$ cat src/hdl/cast_pkg.sv
// Shared definitions for the binary32 <-> int32 conversion pipeline
// Format constants, vector types, operation and rounding encodings,
// and the records passed between the pipeline stages

`default_nettype none

package cast_pkg;

  // --------------------------------------------------------------------
  // Format constants
  // --------------------------------------------------------------------
  localparam int unsigned EXP_BITS  = 8;
  localparam int unsigned MAN_BITS  = 23;
  localparam int unsigned BIAS      = 127;
  localparam int unsigned INT_WIDTH = 32;

  // Internal mantissa holds the hidden bit plus fraction, or a whole integer
  localparam int unsigned INT_MAN_WIDTH = 32;
  // Signed, wide enough for the smallest subnormal exponent
  localparam int unsigned INT_EXP_WIDTH = 10;
  localparam int unsigned LZC_WIDTH     = 5;

  // --------------------------------------------------------------------
  // Vector types
  // --------------------------------------------------------------------
  typedef logic [INT_WIDTH-1:0]            word_t;
  typedef logic [INT_MAN_WIDTH-1:0]        mant_t;
  typedef logic signed [INT_EXP_WIDTH-1:0] exp_t;
  typedef logic [LZC_WIDTH:0]              shamt_t;  // Reaches INT_WIDTH+1
  typedef logic [1:0]                      round_bits_t;  // {round, sticky}

  typedef enum logic {
    I2F = 1'b0,
    F2I = 1'b1
  } operation_e;

  // RISC-V rm field encodings
  typedef enum logic [2:0] {
    RNE = 3'b000,
    RTZ = 3'b001,
    RDN = 3'b010,
    RUP = 3'b011,
    RMM = 3'b100
  } roundmode_e;

  // --------------------------------------------------------------------
  // Records
  // --------------------------------------------------------------------
  typedef struct packed {
    logic NV;  // Invalid
    logic DZ;  // Divide by zero
    logic OF;
    logic UF;
    logic NX;  // Inexact
  } status_t;

  typedef struct packed {
    logic is_zero;
    logic is_subnormal;
    logic is_normal;
    logic is_inf;
    logic is_nan;
    logic is_signalling;
    logic is_quiet;
  } fp_info_t;

  // Contents of the first pipeline register
  typedef struct packed {
    logic       sign;
    exp_t       input_exp;  // Unbiased
    exp_t       dest_exp;   // Rebiased for a float result
    mant_t      mant;       // Leading one at the top
    logic       mant_is_zero;
    fp_info_t   info;
    operation_e op;
    logic       op_mod;     // Unsigned integer when set
    roundmode_e rnd_mode;
  } norm_stage_t;

endpackage

`default_nettype wire
$ cat src/hdl/fp_int_cast.sv
// Binary32 <-> 32-bit integer converter
// Two register stages, one conversion accepted per clock, fixed latency
// of two cycles, signed or unsigned integers, all RISC-V rounding modes

`timescale 1ns/100ps
`default_nettype none

module fp_int_cast
  import cast_pkg::*;
(
  input  logic       clk_i,
  input  logic       rst_n_i,
  input  word_t      operand_i,
  input  operation_e op_i,
  input  logic       op_mod_i,    // Unsigned integer when set
  input  roundmode_e rnd_mode_i,
  output word_t      result_o,
  output status_t    status_o
);

  norm_stage_t norm_q;
  word_t       pre_round_abs;
  round_bits_t round_bits;
  logic        of_before;
  logic        uf_before;
  word_t       rounded_abs;
  logic        rounded_sign;

  // Stage 1, registered
  cast_normalizer i_normalizer (
    .clk_i      ( clk_i      ),
    .rst_n_i    ( rst_n_i    ),
    .operand_i  ( operand_i  ),
    .op_i       ( op_i       ),
    .op_mod_i   ( op_mod_i   ),
    .rnd_mode_i ( rnd_mode_i ),
    .norm_q_o   ( norm_q     )
  );

  // Stage 2
  cast_shifter i_shifter (
    .norm_i          ( norm_q        ),
    .pre_round_abs_o ( pre_round_abs ),
    .round_bits_o    ( round_bits    ),
    .of_before_o     ( of_before     ),
    .uf_before_o     ( uf_before     )
  );

  cast_rounding i_rounding (
    .abs_i         ( pre_round_abs   ),
    .sign_i        ( norm_q.sign     ),
    .round_bits_i  ( round_bits      ),
    .rnd_mode_i    ( norm_q.rnd_mode ),
    .abs_rounded_o ( rounded_abs     ),
    .sign_o        ( rounded_sign    )
  );

  cast_result_select i_result_select (
    .clk_i          ( clk_i        ),
    .rst_n_i        ( rst_n_i      ),
    .norm_i         ( norm_q       ),
    .rounded_abs_i  ( rounded_abs  ),
    .rounded_sign_i ( rounded_sign ),
    .round_bits_i   ( round_bits   ),
    .of_before_i    ( of_before    ),
    .uf_before_i    ( uf_before    ),
    .result_o       ( result_o     ),
    .status_o       ( status_o     )
  );

endmodule

`default_nettype wire

$ cat src/hdl/cast_result_select.sv
// Result assembly and output stage
// Two's complement for integer results, overflow after rounding,
// saturation and zero results, exception flags, output register

`timescale 1ns/100ps
`default_nettype none

module cast_result_select
  import cast_pkg::*;
(
  input  logic        clk_i,
  input  logic        rst_n_i,
  input  norm_stage_t norm_i,
  input  word_t       rounded_abs_i,
  input  logic        rounded_sign_i,
  input  round_bits_t round_bits_i,
  input  logic        of_before_i,
  input  logic        uf_before_i,
  output word_t       result_o,
  output status_t     status_o
);

  logic    src_is_int;
  logic    dst_is_int;
  logic    fp_uf_after;
  logic    fp_of_after;
  logic    int_of_after;
  logic    of_after;
  word_t   fp_result;
  word_t   int_res;
  word_t   int_special;
  word_t   int_result;
  word_t   result_d;
  logic    int_res_zero;
  logic    int_is_special;
  status_t fp_status;
  status_t int_status;
  status_t status_d;

  assign src_is_int = (norm_i.op == I2F);
  assign dst_is_int = (norm_i.op == F2I);

  // --------------------------------------------------------------------
  // Float destination
  // --------------------------------------------------------------------
  assign fp_uf_after = (rounded_abs_i[MAN_BITS +: EXP_BITS] == '0);
  assign fp_of_after = (rounded_abs_i[MAN_BITS +: EXP_BITS] == '1);
  assign fp_result   = (src_is_int && norm_i.mant_is_zero) ? '0
                     : {rounded_sign_i, rounded_abs_i[EXP_BITS+MAN_BITS-1:0]};

  always_comb begin : fp_flags
    fp_status.NV = src_is_int & (of_before_i | of_after);
    fp_status.DZ = 1'b0;
    fp_status.OF = ~src_is_int & ~norm_i.info.is_inf & (of_before_i | of_after);
    fp_status.NX = (|round_bits_i) |
                   (~src_is_int & ~norm_i.info.is_inf & (of_before_i | of_after));
    fp_status.UF = (uf_before_i | fp_uf_after) & fp_status.NX;
  end

  // --------------------------------------------------------------------
  // Integer destination
  // --------------------------------------------------------------------
  assign int_res      = rounded_sign_i ? -rounded_abs_i : rounded_abs_i;
  assign int_res_zero = (int_res == '0);

  always_comb begin : int_overflow
    int_of_after = 1'b0;
    // Rounding can carry into the sign bit, or past it when unsigned
    if (!rounded_sign_i &&
        norm_i.input_exp == exp_t'(INT_WIDTH - 2) + exp_t'(norm_i.op_mod)) begin
      int_of_after = norm_i.op_mod ? ~int_res[INT_WIDTH-1] : ~int_res[INT_WIDTH-2];
    end
  end

  assign of_after = dst_is_int ? int_of_after : fp_of_after;

  // Positive max by default, negatives go to min or zero except for NaN
  always_comb begin : saturate
    int_special = {norm_i.op_mod, {(INT_WIDTH-1){1'b1}}};
    if (norm_i.sign && !norm_i.info.is_nan) begin
      int_special = ~int_special;
    end
  end

  assign int_is_special = norm_i.info.is_nan | norm_i.info.is_inf | of_before_i | of_after
                        | (norm_i.sign & norm_i.op_mod & ~int_res_zero);

  assign int_result = int_is_special ? int_special : int_res;
  assign int_status = int_is_special ? status_t'{NV: 1'b1, default: 1'b0}
                                     : status_t'{NX: |round_bits_i, default: 1'b0};

  assign result_d = dst_is_int ? int_result : fp_result;
  assign status_d = dst_is_int ? int_status : fp_status;

  always_ff @(posedge clk_i or negedge rst_n_i) begin : out_reg
    if (!rst_n_i) begin
      result_o <= '0;
      status_o <= '0;
    end else begin
      result_o <= result_d;
      status_o <= status_d;
    end
  end

endmodule

`default_nettype wire

$ cat src/hdl/cast_rounding.sv
// Magnitude rounding by RISC-V rounding mode
// Adds one ulp to a sign-magnitude value depending on its round and
// sticky bits, the sign and the selected mode

`timescale 1ns/100ps
`default_nettype none

module cast_rounding
  import cast_pkg::*;
(
  input  word_t       abs_i,
  input  logic        sign_i,
  input  round_bits_t round_bits_i,
  input  roundmode_e  rnd_mode_i,
  output word_t       abs_rounded_o,
  output logic        sign_o
);

  logic round_up;

  always_comb begin : decide_round
    case (rnd_mode_i)
      RNE: begin
        case (round_bits_i)
          2'b10:   round_up = abs_i[0];  // Tie goes to the even value
          2'b11:   round_up = 1'b1;
          default: round_up = 1'b0;
        endcase
      end
      RTZ:     round_up = 1'b0;
      RDN:     round_up = (|round_bits_i) & sign_i;   // Away from zero if negative
      RUP:     round_up = (|round_bits_i) & ~sign_i;
      RMM:     round_up = round_bits_i[1];            // Ties away
      default: round_up = 1'b0;
    endcase
  end

  assign abs_rounded_o = abs_i + word_t'(round_up);
  assign sign_o        = sign_i;  // No subtraction, so sign never flips

endmodule

`default_nettype wire

$ cat src/hdl/cast_shifter.sv
// Destination alignment for the conversion pipeline
// Shifts the normalized mantissa to integer position or to a float
// fraction, denormalizes small results, flags over- and underflow ahead
// of rounding, and collapses the dropped bits into round and sticky

`timescale 1ns/100ps
`default_nettype none

module cast_shifter
  import cast_pkg::*;
(
  input  norm_stage_t norm_i,
  output word_t       pre_round_abs_o,
  output round_bits_t round_bits_o,
  output logic        of_before_o,
  output logic        uf_before_o
);

  logic                     src_is_int;
  logic                     dst_is_int;
  logic [EXP_BITS-1:0]      final_exp;
  logic [2*INT_MAN_WIDTH:0] preshift_mant;
  logic [2*INT_MAN_WIDTH:0] dest_mant;
  shamt_t                   denorm_shamt;
  logic [MAN_BITS-1:0]      final_mant;
  word_t                    final_int;
  round_bits_t              fp_round_bits;
  round_bits_t              int_round_bits;

  assign src_is_int = (norm_i.op == I2F);
  assign dst_is_int = (norm_i.op == F2I);

  always_comb begin : cast_value
    final_exp     = norm_i.dest_exp[EXP_BITS-1:0];
    preshift_mant = {norm_i.mant, {(INT_MAN_WIDTH+1){1'b0}}};  // Leftmost in the shifter
    denorm_shamt  = '0;
    of_before_o   = 1'b0;
    uf_before_o   = 1'b0;

    if (dst_is_int) begin
      // Unsigned range is one bit wider, -2^31 is still representable
      if ((norm_i.input_exp >= exp_t'(INT_WIDTH - 1) + exp_t'(norm_i.op_mod)) &&
          !(!norm_i.op_mod && norm_i.sign &&
            (norm_i.input_exp == exp_t'(INT_WIDTH - 1)) &&
            (norm_i.mant == {1'b1, {(INT_MAN_WIDTH-1){1'b0}}}))) begin
        of_before_o = 1'b1;
      end else if (norm_i.input_exp < -exp_t'(1)) begin
        denorm_shamt = shamt_t'(INT_WIDTH + 1);  // Everything into sticky
        uf_before_o  = 1'b1;
      end else begin
        denorm_shamt = shamt_t'(exp_t'(INT_WIDTH - 1) - norm_i.input_exp);
      end
    end else begin
      if ((norm_i.dest_exp >= exp_t'(2**EXP_BITS - 1)) ||
          (!src_is_int && norm_i.info.is_inf)) begin
        final_exp     = EXP_BITS'(2**EXP_BITS - 2);  // Largest normal
        preshift_mant = '1;                          // with R and S set
        of_before_o   = 1'b1;
      end else if (norm_i.dest_exp < exp_t'(1) &&
                   norm_i.dest_exp >= -exp_t'(MAN_BITS)) begin
        final_exp    = '0;
        denorm_shamt = shamt_t'(exp_t'(1) - norm_i.dest_exp);
        uf_before_o  = 1'b1;
      end else if (norm_i.dest_exp < -exp_t'(MAN_BITS)) begin
        // Shift limited so the sticky bit survives
        final_exp    = '0;
        denorm_shamt = shamt_t'(MAN_BITS + 2);
        uf_before_o  = 1'b1;
      end
    end
  end

  assign dest_mant = preshift_mant >> denorm_shamt;

  // Hidden bit sits at the top and is dropped for floats
  assign {final_mant, fp_round_bits[1]} = dest_mant[2*INT_MAN_WIDTH-1 -: MAN_BITS+1];
  assign {final_int, int_round_bits[1]} = dest_mant[2*INT_MAN_WIDTH -: INT_WIDTH+1];
  assign fp_round_bits[0]  = |dest_mant[2*INT_MAN_WIDTH-MAN_BITS-2:0];
  assign int_round_bits[0] = |dest_mant[2*INT_MAN_WIDTH-INT_WIDTH-1:0];

  assign pre_round_abs_o = dst_is_int ? final_int : {1'b0, final_exp, final_mant};
  assign round_bits_o    = dst_is_int ? int_round_bits : fp_round_bits;

endmodule

`default_nettype wire

$ cat src/hdl/cast_normalizer.sv
// Conversion front end and first pipeline stage
// Extracts sign and magnitude from an integer or a float operand,
// renormalizes the mantissa by a leading-zero count, unbiases and
// rebiases the exponent, and registers the resulting record

`timescale 1ns/100ps
`default_nettype none

module cast_normalizer
  import cast_pkg::*;
(
  input  logic        clk_i,
  input  logic        rst_n_i,
  input  word_t       operand_i,
  input  operation_e  op_i,
  input  logic        op_mod_i,
  input  roundmode_e  rnd_mode_i,
  output norm_stage_t norm_q_o
);

  fp_info_t             info;
  logic                 src_is_int;
  logic                 int_sign;
  mant_t                int_mant;
  mant_t                fp_mant;
  mant_t                encoded_mant;
  logic [LZC_WIDTH-1:0] renorm_shamt;
  logic                 mant_is_zero;
  exp_t                 fp_input_exp;
  exp_t                 int_input_exp;
  exp_t                 input_exp;
  norm_stage_t          norm_d;

  fp_classifier i_classifier (
    .operand_i ( operand_i ),
    .info_o    ( info      )
  );

  // --------------------------------------------------------------------
  // Input mantissa
  // --------------------------------------------------------------------
  assign src_is_int = (op_i == I2F);
  assign int_sign   = operand_i[INT_WIDTH-1] & ~op_mod_i;  // Only signed ints go negative
  assign int_mant   = int_sign ? -operand_i : operand_i;

  // Hidden bit only for normals, padded with zeros above
  assign fp_mant = {{(INT_MAN_WIDTH-MAN_BITS-1){1'b0}}, info.is_normal,
                    operand_i[MAN_BITS-1:0]};

  assign encoded_mant = src_is_int ? int_mant : fp_mant;
  assign mant_is_zero = (encoded_mant == '0);

  // Highest set bit wins, zero input counts as zero
  always_comb begin : lead_zero_count
    renorm_shamt = '0;
    for (int i = 0; i < INT_MAN_WIDTH; i++) begin
      if (encoded_mant[i]) begin
        renorm_shamt = LZC_WIDTH'(INT_MAN_WIDTH - 1 - i);
      end
    end
  end

  // --------------------------------------------------------------------
  // Exponents
  // --------------------------------------------------------------------
  // Subnormals use exponent 1, offset undoes the zero padding
  assign fp_input_exp = exp_t'({1'b0, operand_i[MAN_BITS +: EXP_BITS]})
                      + exp_t'(info.is_subnormal) - exp_t'(BIAS)
                      - exp_t'(renorm_shamt) + exp_t'(INT_MAN_WIDTH - 1 - MAN_BITS);
  assign int_input_exp = exp_t'(INT_MAN_WIDTH - 1) - exp_t'(renorm_shamt);
  assign input_exp     = src_is_int ? int_input_exp : fp_input_exp;

  always_comb begin : build_record
    norm_d.sign         = src_is_int ? int_sign : operand_i[INT_WIDTH-1];
    norm_d.input_exp    = input_exp;
    norm_d.dest_exp     = input_exp + exp_t'(BIAS);
    norm_d.mant         = encoded_mant << renorm_shamt;
    norm_d.mant_is_zero = mant_is_zero;
    norm_d.info         = info;
    norm_d.op           = op_i;
    norm_d.op_mod       = op_mod_i;
    norm_d.rnd_mode     = rnd_mode_i;
  end

  always_ff @(posedge clk_i or negedge rst_n_i) begin : stage_reg
    if (!rst_n_i) begin
      norm_q_o <= '0;
    end else begin
      norm_q_o <= norm_d;
    end
  end

endmodule

`default_nettype wire

$ cat src/hdl/fp_classifier.sv
// Binary32 operand classifier
// Decodes exponent and fraction fields into zero, subnormal, normal,
// infinity and quiet or signalling NaN flags

`timescale 1ns/100ps
`default_nettype none

module fp_classifier
  import cast_pkg::*;
(
  input  word_t    operand_i,
  output fp_info_t info_o
);

  logic [EXP_BITS-1:0] exp_field;
  logic [MAN_BITS-1:0] man_field;
  logic                exp_all_ones;
  logic                exp_all_zero;
  logic                man_zero;

  assign exp_field    = operand_i[MAN_BITS +: EXP_BITS];
  assign man_field    = operand_i[MAN_BITS-1:0];
  assign exp_all_ones = &exp_field;
  assign exp_all_zero = ~|exp_field;
  assign man_zero     = ~|man_field;

  always_comb begin : classify
    info_o.is_normal     = ~exp_all_zero & ~exp_all_ones;
    info_o.is_zero       = exp_all_zero & man_zero;
    info_o.is_subnormal  = exp_all_zero & ~man_zero;
    info_o.is_inf        = exp_all_ones & man_zero;
    info_o.is_nan        = exp_all_ones & ~man_zero;
    // Top fraction bit is the quiet bit
    info_o.is_signalling = info_o.is_nan & ~man_field[MAN_BITS-1];
    info_o.is_quiet      = info_o.is_nan & man_field[MAN_BITS-1];
  end

endmodule

`default_nettype wire

$ cat config.mk
export PLATFORM = sky130hd
export DESIGN_NAME = fp_int_cast
export DESIGN_NICKNAME = d
export VERILOG_FILES = /design/src/hdl/cast_pkg.sv /design/src/hdl/fp_int_cast.sv /design/src/hdl/cast_result_select.sv /design/src/hdl/cast_rounding.sv /design/src/hdl/cast_shifter.sv /design/src/hdl/cast_normalizer.sv /design/src/hdl/fp_classifier.sv
export SDC_FILE = /design/constraint.sdc
export NUM_CORES = 1
export LEC_CHECK = 0
export CORE_ASPECT_RATIO = 1.2
export CORE_MARGIN = 2
export CORE_UTILIZATION = 55
export DETAILED_ROUTE_END_ITERATION = 6
export DONT_BUFFER_PORTS = 1
export GPL_TIMING_DRIVEN = 0
export PLACE_DENSITY = 0.69
export SLEW_MARGIN = 10
export SYNTH_ARGS = -nofsm -noshare
export SYNTH_HDL_FRONTEND = slang
export SYNTH_HIERARCHICAL = 1
export SYNTH_SLANG_ARGS = --single-unit
$ cat constraint.sdc
create_clock -name clk_i -period 12.5 [get_ports clk_i]
set_input_delay 1.25 -clock clk_i [delete_from_list [all_inputs] [get_ports clk_i]]
set_output_delay 1.25 -clock clk_i [all_outputs]
set_load 0.005 [all_outputs]
### Word-level counts from Yosys, hierarchy flattened

Cells that the tools add are included.

* flip-flop bits (word level): 98
* input bits: 39
* output and inout bits: 37
* logic and storage cells: 171

* $add $sub $neg: 13
* magnitude comparators: 6
* equal/unequal tests: 9
* shifts and indexed selects: 2
* muxes and demuxes: 70
* bitwise gates (word level): 29
* reductions and logical operators: 26

Operators with widths (count)
* 32-bit 2-to-1 mux: 8
* 5-bit 2-to-1 mux: 35
* 65-bit 2-to-1 mux: 2
* 65-bit by 6-bit right shift with 65-bit output: 1
* 32-bit zero test: 2
* 32-bit negator: 2
* 40-bit OR reduction: 1
* 32-bit by 1-bit adder with 32-bit output: 1
* 32-bit == test (second input constant): 1
* 32-bit NOT: 1
* 32-bit OR reduction: 1
* 32-bit by 5-bit left shift with 32-bit output: 1
* 6-bit 2-to-1 mux: 5
* 8-bit 2-to-1 mux: 3
* 23-bit OR reduction: 1
* 1-bit AND: 13
* 1-bit 2-to-1 mux: 13
* 5-bit by 1-bit adder with 6-bit output (first input constant): 2
* 10-bit by 5-bit adder with 10-bit output (second input constant): 1
* 10-bit by 8-bit adder with 10-bit output (second input constant): 1
* 10-bit by 6-bit == test with 1-bit output (second input constant): 1
* 10-bit by 7-bit == test with 1-bit output: 1
* 10-bit by 6-bit >= comparator with 1-bit output (second input constant): 1
* 10-bit by 7-bit >= comparator with 1-bit output: 1
* 28 further kinds: 56

### Longest topological paths before layout

* depth after elaboration: 40
* mapped depth: 40
* depth with buffers taken out: 33

### Cells and area by module

Netlist, hierarchy kept.

Modules (own cells, without submodules)
* cast_normalizer: instances 1, cells each 675, area an instance 5813.1 um2, seq. area each 1651.6 um2
* cast_shifter: instances 1, cells each 564, area an instance 3543.4 um2, seq. area each 0.0 um2
* cast_result_select: instances 1, cells each 380, area an instance 3164.3 um2, seq. area each 900.9 um2
* cast_rounding: instances 1, cells each 96, area an instance 690.7 um2, seq. area each 0.0 um2
* fp_classifier: instances 1, cells each 24, area an instance 156.4 um2, seq. area each 0.0 um2

### Worst setup path before layout

No wires, ideal clock.

* path type: reg2reg
* from: register i_normalizer/norm_q_o[3] (netlist bit)
* to: register i_result_select/status_o[4] (netlist name)
* data arrival time: 8.267 ns
* slack: 4.115 ns
* stages on the path, launching flop included: 37
* path buffers: 4
* period minus slack after synthesis: 8.385 ns
* cells stage by stage: dfrtp_1 > ha_1 > a2111oi_0 > o21ai_1 > a2111oi_0 > or2_2 > buf_2 > buf_1 > a21oi_1 > o2bb2ai_1 > a21oi_1 > o22ai_1 > o211ai_1 > nor4_2 > o21ba_1 > o2bb2ai_1 > nor2_1 > nor3b_1 > a21oi_1 > o21ai_0 > ha_1 > ha_1 > nand4_1 > nor3_4 > nand4_1 > xnor2_1 > nor3_1 > nand4_1 > o311a_1 > a2111o_1 > or4_1 > nor4_2 > or2_1 > buf_4 > buf_6 > nand2_1 > a21o_1

RTL lines
* from (decl): RTL line cast_normalizer.sv:18 `output norm_stage_t norm_q_o`
* from (signal assigned): RTL line cast_normalizer.sv:89 `norm_q_o <= norm_d;`

### Worst setup path after layout

* from: register i_normalizer/norm_q_o[3] (netlist bit)
* to: register i_result_select.result_o[25]

* cells in the longest elaborated chain, start to end: 25
* elaborated cells between the ends (all ways): 46
* classes of those cells: add/sub: 4; order compare: 1; eq/ne: 4; shift: 1; mux: 15; bitwise: 10; reduce/logical: 11

RTL lines
* branches (longest 5 deep; another with 10-bit by 7-bit >= comparator with 1-bit output)
* 1-bit logical AND *: RTL line cast_shifter.sv:42 `if ((norm_i.input_exp >= exp_t'(INT_WIDTH - 1) + exp_t'(norm_i.op_mod)) &&`
* 6-bit 2-to-1 mux *: RTL line cast_shifter.sv:42
* 6-bit 2-to-1 mux *: RTL line cast_shifter.sv:40 `if (dst_is_int) begin`
* 65-bit by 6-bit right shift with 65-bit output *: RTL line cast_shifter.sv:73 `assign dest_mant = preshift_mant >> denorm_shamt;`
* 40-bit OR reduction or 32-bit OR reduction (tied branches): RTL line cast_shifter.sv:78, cast_shifter.sv:79
* 2-bit 2-to-1 mux *: RTL line cast_shifter.sv:82 `assign round_bits_o = dst_is_int ? int_round_bits : fp_round_bits;`
* net round_bits[0]: RTL line fp_int_cast.sv:23 `round_bits_t round_bits;`
* [... 4 more ...]
* net rounded_abs[18]: RTL line fp_int_cast.sv:26 `word_t rounded_abs;`
* [... 3 more ...]
* 1-bit 2-to-1 mux: RTL line cast_result_select.sv:71 `int_of_after = norm_i.op_mod ? ~int_res[INT_WIDTH-1] : ~int_res[INT_WIDTH-2];`
* 1-bit 2-to-1 mux: RTL line cast_result_select.sv:69 `if (!rounded_sign_i &&`
* 1-bit 2-to-1 mux: RTL line cast_result_select.sv:75 `assign of_after = dst_is_int ? int_of_after : fp_of_after;`
* 1-bit bitwise OR: RTL line cast_result_select.sv:85 `assign int_is_special = norm_i.info.is_nan | norm_i.info.is_inf | of_before_i | of_after`
* 1-bit bitwise OR: RTL line cast_result_select.sv:86 `| (norm_i.sign & norm_i.op_mod & ~int_res_zero);`
* 32-bit 2-to-1 mux *: RTL line cast_result_select.sv:88 `assign int_result = int_is_special ? int_special : int_res;`
* 32-bit 2-to-1 mux *: RTL line cast_result_select.sv:92 `assign result_d = dst_is_int ? int_result : fp_result;`
* net i_result_select.result_d[25]: RTL line cast_result_select.sv:33 `word_t result_d;`
* to (signal assigned): RTL line cast_result_select.sv:100 `result_o <= result_d;`
* to (decl): RTL line cast_result_select.sv:19 `output word_t result_o,`

Mark *: on every way through the listed nets, which the timed path passes.

==> summary.md <==
| Metric | Value |
|---|---|
| Outcome | `finished clean` |
| ANT nets after route | `0` |
| Reg area | `2427 um^2` |
| # clock sinks | `97` |
| Initial antenna violation count | `1` |
| Final setup vio count | `0` |
| Post-Place Cell Area | `13640 um^2` |
| WP buf/inv | `1` |
| Synth-to-Final Area Change | `5.479%` |
| CP max stage delay | `0.85 ns` |
| CTS Buffer Depth | `2` |
| Fin crit period | `10.95 ns` |
| Hold Vio Cnt, Final | `0` |
| RR Startpoint | `i_normalizer/norm_q_o[3]$_DFF_PN0_` |
| Worst slew pin tran | `1.327 ns` |
| Commonest non-fill, non-tap cells in the layout | `155 x nor2_1, 125 x nand2_1, 97 x dfrtp_1` |
| Post-DR wirelength/cell | `24.59 um` |
| Cells after DPL | `2052` |
| Hold Buf Count CTS | `0` |
| Synth Cell Area | `13220 um^2` |
| Yosys warning count | `6` |
| First-pass GRT wire length | `78200 um` |
| RSZ-0062 raised after global routing | `false` |
| Setup slack after layout | `1.554 ns` |
| CTS buffer count | `9` |
| TritonCTS clock tree | `yes` |
| Post-CTS Repair Setup Buffers | `0` |
| Final Core Density | `58.56%` |
| Mapped Cells | `1730` |
| Max-cap viol count | `0` |
| Core area | `23820 um^2` |
| DIE AREA | `25300 um^2` |
| Clk_lat worst skew | `0.36 ns` |
| Worst Setup End Kind | `flop` |
| FF-to-FF setup slack | `1.55 ns` |
| Pwr dens | `171.6 nW/um^2` |
| Most common cell after layout, fill and taps aside | `nor2_1` |
| Critical Path RT | `12.73 ns` |
| Post-CTS sizing | `0` |
| Tcrit/Tclk final | `87.57%` |
| Mean area per synthesized cell | `7.643 um^2` |
| Max-slew headroom at the worst pin | `11.31%` |
| Final setup skew | `0.01086 ns` |
| Overall die height | `173.9 um` |
| Routability Congestion | `1.037` |
| I/O pins | `76` |
| Hold Crit Class | `in2async` |
| Vias in the first global route | `13990` |
| WS Path Type | `reg2reg` |
| Layout fillers | `2385` |
| TNS Setup | `0 ns` |
| Buffers on Ports | `0` |
| Area used by multi-input combinational logic | `9961 um^2` |
| Layout cells sized above 1 | `8.410%` |
| Drt pass-1 iters | `7` |
| Vias | `15030` |
| Peak supply drop | `0.09920 mV` |
| # DRC | `0` |
| Routed vias/inst | `7.263` |
| Nets | `1810` |
| Iter 0 DRT Violations | `1667` |
| CP max-delay cell | `nor4b_1` |
| DP Wirelength | `40090 um` |
| Initial Util | `55.52%` |
| Depth of the CTS H-tree | `3` |
| Die W | `145.5 um` |
| GRT overflow | `0` |
| DP Worst Slack | `1.861 ns` |
| Critical Path Source | `i_normalizer/norm_q_o[3]$_DFF_PN0_` |
| Critical Path AT | `11.18 ns` |
| Largest net degree at the start of global routing | `98` |
| Final cell count without fillers | `2069` |
| Worst-path clk slew | `0.08 ns` |
| Row count | `62` |
| Startpoint Class | `flop` |
| Fin area | `13950 um^2` |
| CP top delay family | `simple AND/OR/NAND/NOR gates` |
| Total GRT Usage | `38.69%` |
| Critical path fanouts, max | `10` |
| LEAKAGE | `5.316 nW` |
| Peak Freq | `91.36 MHz` |
| Final Slew Violations | `0` |
| Root Buffer | `clkbuf_16` |
| Routed wire length | `50870 um` |
==> path summary, 6_finish.rpt <==
check,endpoint,cells after the start
max,i_result_select/result_o[25]$_DFF_PN0_,33
min in group clk_i,i_normalizer/norm_q_o[2]$_DFF_PN0_,0
max in group asynchronous,i_normalizer/norm_q_o[34]$_DFF_PN0_,0
max reg2reg,i_result_select/result_o[25]$_DFF_PN0_,33
min reg2reg,i_result_select/status_o[4]$_DFF_PN0_,4
min,i_normalizer/norm_q_o[2]$_DFF_PN0_,0
==> per-stage QoR <==
stage | total power (W) | hold WS [ns]
after detailed placement | 0.002032 | 0.9253
after global placement | 0.002021 | 0.9202
final | 0.002393 | 0.5802
after floorplan | 0.001595 | 0.7050
after CTS | 0.002326 | 0.5715
after global routing | 0.002514 | 0.5729
==> power by group <==
group | leakage [nW] | switching, W | internal, W
clock | 0.142 | 0.000127 | 0.000162
sequential | 1.17 | 0.0000899 | 0.000403
combinational | 4.00 | 0.00106 | 0.000547
==> metal layers <==
metal	routed length, um	global-route usage [%]	up-vias	part of all wire, %
met3	4990	8.316	206	9.8
li1	-	-	6703	-
met4	2977	20.14	0	5.9
met1	18800	46.09	7191	37
met2	24110	65.54	928	47
met5	0	0	-	0
==> cell type report <==
cell class              count  share of cell area [%]
multi-input cells        1442                   71.42
plain buffers             130                   4.378
flip-flops and latches     97                   17.40
diodes                      1                 0.01794
well taps                 320                   2.871
inverters                  62                   1.669
clock buffers              11                   1.740
repair buffers              1                 0.05383
clock inverters             5                  0.4486
==> flip-flops by register name, indices dropped and copies added, names as in the netlist <==
register,flops
i_normalizer/norm_q_o,61
i_result_select/result_o,32
i_result_select/status_o,4
Note: power is estimated with default switching activity, not from simulation.
